$ cat src/source/lsq_pkg.sv
package lsq_pkg;

    // queue and ROB sizing
    localparam int LQ_DEPTH = 4;
    localparam int ROB_SIZE = 8;

    // data and address words are both 32 bits on RV32I
    typedef logic [31:0] word_t;

    typedef logic [$clog2(ROB_SIZE)-1:0] rob_tag_t;

    // pointers wrap naturally since the depth is a power of two
    typedef logic [$clog2(LQ_DEPTH)-1:0] lq_ptr_t;

    // occupancy needs one more bit than a pointer to reach LQ_DEPTH
    typedef logic [$clog2(LQ_DEPTH):0] lq_count_t;

    // funct3 encodings of the RV32I load group
    typedef enum logic [2:0] {
        lb  = 3'b000,
        lh  = 3'b001,
        lw  = 3'b010,
        lbu = 3'b100,
        lhu = 3'b101
    } load_funct_e;

    // queue control states
    typedef enum logic [2:0] {
        lq_reset  = 3'd0,
        lq_idle   = 3'd1,
        lq_active = 3'd2,
        lq_full   = 3'd3,
        lq_flush  = 3'd4
    } lq_state_e;

endpackage

$ cat src/source/load_align.sv
`timescale 1ns/1ns

module load_align
    import lsq_pkg::*;
(
    input  load_funct_e  funct3,
    input  logic [1:0]   addr_low,
    input  word_t        rdata,
    output word_t        result
);

    logic [7:0]   byte_lane;
    logic [15:0]  half_lane;

    // byte lane picked by both low bits
    always_comb begin
        case (addr_low)
            2'b00:   byte_lane = rdata[7:0];
            2'b01:   byte_lane = rdata[15:8];
            2'b10:   byte_lane = rdata[23:16];
            default: byte_lane = rdata[31:24];
        endcase
    end

    // halfword lane only looks at bit 1
    assign half_lane = addr_low[1] ? rdata[31:16] : rdata[15:0];

    always_comb begin
        case (funct3)
            lb: begin
                result = {{24{byte_lane[7]}}, byte_lane};
            end
            lh: begin
                result = {{16{half_lane[15]}}, half_lane};
            end
            lbu: begin
                result = {24'h000000, byte_lane};
            end
            lhu: begin
                result = {16'h0000, half_lane};
            end
            default: begin
                // lw, whole word
                result = rdata;
            end
        endcase
    end

endmodule

$ cat src/source/load_queue.sv
`timescale 1ns/1ns

module load_queue
    import lsq_pkg::*;
(
    input  logic                  clk,
    input  logic                  rst,
    input  logic                  load,
    input  load_funct_e           funct3,
    input  word_t                 base_data,
    input  rob_tag_t              base_tag,
    input  logic                  base_valid,
    input  word_t                 offset,
    input  rob_tag_t              rd_tag,
    input  logic                  flush_ip,
    input  logic                  cdb_valid,
    input  rob_tag_t              cdb_tag,
    input  word_t                 cdb_data,
    input  logic [ROB_SIZE-1:0]   calculated,
    input  word_t [ROB_SIZE-1:0]  values,
    input  logic                  data_mem_resp,
    output logic                  full,
    output logic                  accept,
    output logic                  flush_clear,
    output logic                  data_read,
    output word_t                 data_mem_address,
    output logic                  finished_entry,
    output rob_tag_t              finished_tag,
    output load_funct_e           head_funct3
);

    lq_state_e   state;
    lq_state_e   next_state;
    lq_ptr_t     head;
    lq_ptr_t     tail;
    lq_count_t   count;
    lq_count_t   count_next;

    // entry storage
    load_funct_e            e_funct3 [LQ_DEPTH];
    word_t                  e_base [LQ_DEPTH];
    rob_tag_t               e_base_tag [LQ_DEPTH];
    word_t                  e_offset [LQ_DEPTH];
    rob_tag_t               e_rd_tag [LQ_DEPTH];
    logic [LQ_DEPTH-1:0]    e_ready;

    logic   serving;
    logic   read_pending;
    logic   retire;
    logic   alloc_hit;
    logic   alloc_ready;
    word_t  alloc_base;

    // base operand for the entry being allocated this cycle
    always_comb begin
        alloc_hit   = cdb_valid && (cdb_tag == base_tag);
        alloc_ready = base_valid || calculated[base_tag] || alloc_hit;
        if (base_valid) begin
            alloc_base = base_data;
        end else if (alloc_hit) begin
            alloc_base = cdb_data;
        end else begin
            alloc_base = values[base_tag];
        end
    end

    assign serving = (state == lq_active) || (state == lq_full);
    assign full    = (state == lq_reset) || (state == lq_full) || (state == lq_flush);
    assign accept  = load && !full;

    // read level holds on the head entry until the response
    assign data_read        = (serving && e_ready[head]) || (state == lq_flush);
    assign data_mem_address = e_base[head] + e_offset[head];
    assign read_pending     = data_read && !data_mem_resp;
    assign retire           = serving && data_read && data_mem_resp;

    // a load flushed in its own response cycle is not reported
    assign finished_entry = retire && !flush_ip;
    assign finished_tag   = e_rd_tag[head];
    assign head_funct3    = e_funct3[head];

    always_comb begin
        flush_clear = 1'b0;
        if (state == lq_flush) begin
            flush_clear = data_mem_resp;
        end else if (state != lq_reset) begin
            flush_clear = flush_ip && !read_pending;
        end
    end

    assign count_next = count + lq_count_t'(accept) - lq_count_t'(retire);

    always_comb begin
        next_state = state;
        case (state)
            lq_reset: begin
                next_state = lq_idle;
            end
            lq_flush: begin
                if (data_mem_resp) begin
                    next_state = lq_idle;
                end
            end
            default: begin
                if (flush_ip && read_pending) begin
                    next_state = lq_flush;
                end else if (flush_clear || (count_next == '0)) begin
                    next_state = lq_idle;
                end else if (count_next == lq_count_t'(LQ_DEPTH)) begin
                    next_state = lq_full;
                end else begin
                    next_state = lq_active;
                end
            end
        endcase
    end

    // control state
    always_ff @(posedge clk) begin
        if (!rst) begin
            state   <= lq_reset;
            head    <= '0;
            tail    <= '0;
            count   <= '0;
            e_ready <= '0;
        end else begin
            state <= next_state;
            if (flush_clear) begin
                head    <= '0;
                tail    <= '0;
                count   <= '0;
                e_ready <= '0;
            end else begin
                count <= count_next;
                for (int i = 0; i < LQ_DEPTH; i++) begin
                    if (!e_ready[i] && cdb_valid && (cdb_tag == e_base_tag[i])) begin
                        e_ready[i] <= 1'b1;
                    end
                end
                if (retire) begin
                    head <= head + 1'b1;
                end
                if (accept) begin
                    e_ready[tail] <= alloc_ready;
                    tail          <= tail + 1'b1;
                end
            end
        end
    end

    // entry payload
    always_ff @(posedge clk) begin
        for (int i = 0; i < LQ_DEPTH; i++) begin
            if (!e_ready[i] && cdb_valid && (cdb_tag == e_base_tag[i])) begin
                e_base[i] <= cdb_data;
            end
        end
        if (accept) begin
            e_funct3[tail]   <= funct3;
            e_base[tail]     <= alloc_base;
            e_base_tag[tail] <= base_tag;
            e_offset[tail]   <= offset;
            e_rd_tag[tail]   <= rd_tag;
        end
    end

endmodule

$ cat src/source/load_unit.sv
`timescale 1ns/1ns

module load_unit
    import lsq_pkg::*;
(
    input  logic         clk,
    input  logic         rst,
    input  logic         load,
    input  load_funct_e  funct3,
    input  word_t        base_data,
    input  rob_tag_t     base_tag,
    input  logic         base_valid,
    input  word_t        offset,
    input  rob_tag_t     rd_tag,
    input  logic         flush_ip,
    input  logic         cdb_valid,
    input  rob_tag_t     cdb_tag,
    input  word_t        cdb_data,
    input  logic         data_mem_resp,
    input  word_t        data_mem_rdata,
    output logic         full,
    output logic         data_read,
    output word_t        data_mem_address,
    output logic         finished_entry,
    output rob_tag_t     finished_tag,
    output word_t        finished_data
);

    logic [ROB_SIZE-1:0]   calculated;
    word_t [ROB_SIZE-1:0]  values;
    logic                  accept;
    logic                  flush_clear;
    load_funct_e           head_funct3;

    rob_value_board board (
        .clk        (clk),
        .rst        (rst),
        .cdb_valid  (cdb_valid),
        .cdb_tag    (cdb_tag),
        .cdb_data   (cdb_data),
        .alloc      (accept),
        .alloc_tag  (rd_tag),
        .flush      (flush_clear),
        .calculated (calculated),
        .values     (values)
    );

    load_queue queue (
        .clk              (clk),
        .rst              (rst),
        .load             (load),
        .funct3           (funct3),
        .base_data        (base_data),
        .base_tag         (base_tag),
        .base_valid       (base_valid),
        .offset           (offset),
        .rd_tag           (rd_tag),
        .flush_ip         (flush_ip),
        .cdb_valid        (cdb_valid),
        .cdb_tag          (cdb_tag),
        .cdb_data         (cdb_data),
        .calculated       (calculated),
        .values           (values),
        .data_mem_resp    (data_mem_resp),
        .full             (full),
        .accept           (accept),
        .flush_clear      (flush_clear),
        .data_read        (data_read),
        .data_mem_address (data_mem_address),
        .finished_entry   (finished_entry),
        .finished_tag     (finished_tag),
        .head_funct3      (head_funct3)
    );

    // result lane comes from the head address, which is still on the bus
    load_align align (
        .funct3   (head_funct3),
        .addr_low (data_mem_address[1:0]),
        .rdata    (data_mem_rdata),
        .result   (finished_data)
    );

endmodule

$ cat src/source/rob_value_board.sv
`timescale 1ns/1ns

module rob_value_board
    import lsq_pkg::*;
(
    input  logic                      clk,
    input  logic                      rst,
    input  logic                      cdb_valid,
    input  rob_tag_t                  cdb_tag,
    input  word_t                     cdb_data,
    input  logic                      alloc,
    input  rob_tag_t                  alloc_tag,
    input  logic                      flush,
    output logic [ROB_SIZE-1:0]       calculated,
    output word_t [ROB_SIZE-1:0]      values
);

    // one calculated flag per tag
    always_ff @(posedge clk) begin
        if (!rst) begin
            calculated <= '0;
        end else if (flush) begin
            calculated <= '0;
        end else begin
            if (cdb_valid) begin
                calculated[cdb_tag] <= 1'b1;
            end
            // a new load reuses its rd tag, so the old result is stale
            // this assignment comes last so it beats a same-cycle broadcast
            if (alloc) begin
                calculated[alloc_tag] <= 1'b0;
            end
        end
    end

    // broadcast values only mean something while the flag is set
    always_ff @(posedge clk) begin
        if (cdb_valid) begin
            values[cdb_tag] <= cdb_data;
        end
    end

endmodule

$ cat config.mk
export PLATFORM = sky130hd
export DESIGN_NAME = load_unit
export DESIGN_NICKNAME = d
export VERILOG_FILES = /design/src/source/lsq_pkg.sv /design/src/source/load_align.sv /design/src/source/load_queue.sv /design/src/source/load_unit.sv /design/src/source/rob_value_board.sv
export SDC_FILE = /design/constraint.sdc
export NUM_CORES = 1
export LEC_CHECK = 0
export ABC_AREA = 1
export BUFFER_PORTS_ARGS = -buffer_cell sky130_fd_sc_hd__buf_2
export CELL_PAD_IN_SITES_DETAIL_PLACEMENT = 1
export CELL_PAD_IN_SITES_GLOBAL_PLACEMENT = 2
export CORE_ASPECT_RATIO = 1.75
export CORE_UTILIZATION = 41
export CTS_CLUSTER_SIZE = 20
export DETAILED_ROUTE_END_ITERATION = 6
export PLACE_DENSITY = 0.95
export SLEW_MARGIN = 0
export SYNTH_ARGS = -nofsm -noshare
export SYNTH_HDL_FRONTEND = slang
export SYNTH_SLANG_ARGS = --single-unit
$ cat constraint.sdc
create_clock -name clk -period 10.9 [get_ports clk]
set_input_delay 1.09 -clock clk [delete_from_list [all_inputs] [get_ports clk]]
set_output_delay 1.09 -clock clk [all_outputs]
set_load 0.1 [all_outputs]
# After elaboration in Yosys (flattened, before gate mapping)
# Memory sizes are Yosys's and may differ from the RTL's. A register that Yosys moved wholly into a read port is not among the register bits.
# Cells that the tools add are included.
# classes
n_addsub,5
n_mux,63
div_mod_pow,0
eq_ne,15
shifts,0
n_reduce_logical,41
bitwise,4
mul,0
magnitude_cmp,8
# op_table
op,n
bitwise mux 256 bit,1
two-way mux 32 bit,4
case mux 32 bit (4 select lines),1
binary-select mux 32 bit (select 3 bit),1
demux 32 bit (select 3 bit),1
adder 32 bit,1
two-way mux 8 bit,4
two-way mux 1 bit,30
case mux 8 bit (3 select lines),1
logical AND 1 bit,20
two-way mux 16 bit,1
two-way mux 2 bit,8
equality test 3 bit,5
"equality test 3 bit, second input constant",4
"< comparator 3 x 4 -> 1 bit, second input constant",3
logical NOT 3 bit,3
two-way mux 3 bit,3
bitwise AND 8 bit,1
logical NOT 1 bit,8
inverter 8 bit,1
bitwise OR 8 bit,1
logical OR 1 bit,7
demux 1 bit (select 3 bit),2
"equality test 3 x 2 -> 1 bit, second input constant",2
other kinds (20),23
# word_totals
inputBits,147
ff_bits,278
latch_bits,0
n_memories,5
mem_bits_ro,0
ram_bits,292
wordCells,155
# memory_table
name,words,width,read_ports,rd_ports_with_merged_regs,write_ports,line,rtl
queue.e_base,4,32,1,1,5,load_queue.sv:41,word_t e_base [LQ_DEPTH];
queue.e_offset,4,32,1,1,1,load_queue.sv:43,word_t e_offset [LQ_DEPTH];
queue.e_base_tag,4,3,4,0,1,load_queue.sv:42,rob_tag_t e_base_tag [LQ_DEPTH];
queue.e_funct3,4,3,1,1,1,load_queue.sv:40,load_funct_e e_funct3 [LQ_DEPTH];
queue.e_rd_tag,4,3,1,1,1,load_queue.sv:44,rob_tag_t e_rd_tag [LQ_DEPTH];

# Depth between registers and ports, before layout
# logic_depth
ltp_word,13
depth_mapped,21
depth_no_buf,15

# Modules after synthesis
# A second synthesis with hierarchy kept.
# unflattened
hier_cells,3061
hier_area_um2,28192.0
# modules_own_cells
mod,seq_area_each_um2,area_each_um2,instances,cells_each
load_queue,9088.7,19219.7,1,2575
rob_value_board,7847.5,8114.0,1,323
load_align,0.0,858.3,1,163

# Worst setup path before layout
# No wires, ideal clock.
# synth_path
path_kind,reg2out
startpoint,register with a tool-made name
endpoint,output port finished_data[10]
path_stages_with_launch,18
slack_ns,4.681
required_ns,9.810
arrival_ns,5.129
cell_sequence,dfxtp_1 > buf_4 > inv_2 > buf_6 > buf_2 > clkbuf_1 > nor2_1 > o22ai_1 > ha_1 > inv_1 > fa_1 > buf_2 > inv_1 > buf_1 > nand2_1 > nand2_1 > nand2_1 > a31oi_1
# synth_rtl
element,line,rtl
to (decl),load_unit.sv:26,output word_t finished_data

==> reports/qor.csv <==
stage,metric,value,unit
placement,dp.cells,3995,
logic_synthesis,synth_top_area_share,59.2,%
logic_synthesis,syn_inst,3002,
status,failed_checks,design-rule violations,
setup_path,timing.rr.end,queue.e_base[3][20],
pwr,switching_share,31.8,%
clock_tree,cts_setup_buffers,0,
timing,worst_pin_slew,1270,ps
setup_path,r2r_setup_slack,7180,ps
pwr,ir_drop,99.0,uV
route,dr.first_iter.drc_count,1474,
route,vias,22551,
route,dr.pass1.iters,7,
clock_tree,cts_resized,0,
setup_path,worst_ep_required_time,9810,ps
setup_path,worstRegToRegCells,9,
timing,hold_viol_final,0,
logic_synthesis,seq_area_frac_synth,60.9,%
pwr,power.leakage,13.0,nW
floorplan,core_area,0.0673,sq mm
clock_tree,hold_buffers,0,
worst_hold_path,hp-class,register to register,
setup_path,cp_max_fo,69,
timing,holdWs,513,ps
setup_path,path_common_cell,inv_1,
finish,area_growth,13.1,%
floorplan,die-width,199,microns
timing,setup_slack,4340,ps
setup_path,crit_arrival,5470,ps
pwr,p_int,3.88,mW
clock_tree,cts_buffers,51,
logic_synthesis,syn_area,0.0278,sq mm
floorplan,die_height,346,microns
timing,setup_violations,0,
finish,drive_gt1_share,12.4,%
route,drtAntennaViolNets,0,
job,drv_cap,0,
finish,utilization,46.7,%
logic_synthesis,ys.flop_type,edfxtp_1,
logic_synthesis,synth_cell_types,42,
grt,grt_overflow_total,0,
logic_synthesis,async_flop_share,0,%
grt,grt_max_degree,123,
finish,nFillCells,7764,
placement,port_buffers,216,
logic_synthesis,yosysMostFrequentCell,nand2_1,
grt,grt.total_usage,26.6,%
timing,fin_skew,11.9,ps
route,wl_per_cell,22.3,microns
logic_synthesis,synth_edf_count,548,
pwr,switching_power,1.80,mW
grt,grt_pass1_wl,138000,microns
setup_path,slowest_stage,fa_1,
setup_path,cp_slowest_stage_delay,1020,ps
clock_tree,cts_tree,built,
clock_tree,cts_htree_levels,2,
finish,fin_area,0.0314,sq mm
route,viasPerCell,5.51,
route,routed_wl,91400,microns
clock_tree,clock-sinks,572,
placement,gp_congestion,0.902,
timing,relSlewSlack,15.6,%
status,status,"complete, but fails checks",
placement,postPlaceCellArea,0.0296,sq mm
floorplan,start_util,41.3,%
timing,finalCriticalPeriod,6560,ps
setup_path,cp_top_family,buffers and inverters,
clock_tree,cts_buffer_depth,3,
grt,grt_pass1_vias,24388,
timing,rsz0062_at_grt,no,
logic_synthesis,synth_common_cells,"nand2_1, edfxtp_1, nor2_1, o21ai_0, nand3_1",
timing,timing.fmax,0.152,GHz
clock_tree,clkSlewWorstSetupHoldPaths,70,ps
pwr,power_frac_comb,21.2,%
floorplan,rows,126,
finish,finalNetCount,3337,
finish,finalNonFillerCells,4093,
floorplan,die_area,0.0689,sq mm
setup_path,rr_startpoint,queue.state[0],
logic_synthesis,synthesis.nets,3187,
setup_path,critical_path_buf_inv_count,5,
logic_synthesis,ys_ff_latch,572,
timing,tns,0,ps
pwr,pwr-share-clk,34.5,%
logic_synthesis,yosys.area.top_type,edfxtp_1,
setup_path,end_kind,output port,
logic_synthesis,syn_avg_cell_area,9.26,sq um
logic_synthesis,synthTopCellsByArea,"edfxtp_1, nand2_1, nor2_1, o21ai_0, nand3_1",
pwr,finalPower,5.68,mW
grt,antenna_found_initial,14,
clock_tree,clock_latency,600,ps
setup_path,cp.depth,16,
setup_path,critPathLaunchType,register,
setup_path,critical_path_class,register to output port,
logic_synthesis,yosys_warnings,0,
setup_path,worstSetupEndpoint,finished_data[21],
floorplan,ios,217,
placement,place_ws,5020,ps
route,drc_errors,4,
clock_tree,ctsRootBufferMaster,clkbuf_16,
pwr,pwr-share-seq,44.3,%
placement,dp_hpwl,61300,microns
pwr,power-per-cell-area,181,mW/mm^2
timing,slew_viol_final,0,
timing,fin_crit_sh,60.2,%
setup_path,cp_cell_sequence,buf_4 -> o21ai_0 -> o22ai_1 -> ha_1 -> inv_1 -> fa_1 -> inv_1 -> nor2_1 -> nand2_1 -> nand3_1 -> o21ai_0 -> inv_1 -> nand2_2 -> o21a_4 -> nand2_1 -> buf_2,
power by group through the flow:
| stage | combinational (mW) | sequential [mW] | clock [mW] |
|---|---|---|---|
| final | 1.20 | 2.52 | 1.96 |
| after global routing | 1.28 | 2.52 | 2.05 |
| after CTS | 1.21 | 2.52 | 1.98 |
| after detailed placement | 1.20 | 2.56 | 0 |
| after global placement | 1.17 | 2.56 | 0 |
| after floorplan | 0.879 | 2.56 | 0 |
layout by cell type (no fill, tap or decap), types with 21 or more instances in the layout:
cell,netlist,routed
nand2_1,937,937
edfxtp_1,548,548
nor2_1,451,443
o21ai_0,233,233
buf_2,34,214
nand3_1,195,195
inv_1,173,172
o22ai_1,71,71
clkbuf_16,0,54
ha_1,36,36
a21oi_1,32,32
buf_4,3,27
dfxtp_1,24,22
nand2_2,21,21
layer usage:
layer | track usage [%] | share of wire (%) | vias to the layer above
li1 | - | - | 10347
met1 | 29.5 | 37 | 11202
met2 | 49.0 | 52 | 722
met3 | 3.54 | 5.0 | 262
met4 | 13.4 | 5.1 | 18
met5 | 0 | 0.12 | -
cell families after synthesis:
family                   Yosys count  share of synthesized area, %
AO/OA/AOI/OAI                    361                          7.04
XOR/XNOR                          31                         0.977
adder cells (fa/ha/maj)           38                          1.76
buffers and inverters            331                          4.81
flip-flops                       572                          60.9
multiplexers                       6                         0.216
AND/OR/NAND/NOR                 1663                          24.3
worst min-delay path by stage:
stage	from	end	slack (ps)	cells past startpoint
after detailed placement	queue.tail[1]	queue.tail[1]	500	2
after global routing	queue.tail[0]	queue.tail[0]	550	2
after global placement	queue.tail[1]	queue.tail[1]	480	2
after CTS	queue.tail[1]	queue.tail[1]	510	2
after floorplan	queue.tail[1]	queue.tail[1]	470	2
final	queue.tail[1]	queue.tail[1]	510	2
final cells by class:
class                   instances  area [sq um]  share of cell area, %
diodes                          4          10.0                 0.0318
clock buffers                  65          1430                   4.56
clock inverters                29           374                   1.19
inverters                     187           703                   2.24
multi-input cells            2099          9590                   30.5
flip-flops and latches        572         16900                   53.9
well taps                     896          1120                   3.57
repair buffers                241          1270                   4.05
worst min-delay path, cell delays in order (launching register included):
cell     delay [ps]
dfxtp_1         340
nand2_1          70
a21oi_1          50
sequential cells by signal, indices dropped and copies added, names as in the netlist, named ones only:
| name | cells |
|---|---|
| board.calculated | 8 |
| board.values | 256 |
| queue.count | 3 |
| queue.e_base | 128 |
| queue.e_base_tag | 12 |
| queue.e_funct3 | 12 |
| queue.e_offset | 128 |
| queue.e_rd_tag | 12 |
| queue.e_ready | 4 |
| queue.head | 2 |
| queue.state | 3 |
| queue.tail | 2 |
(Power assumes the default switching activity.)
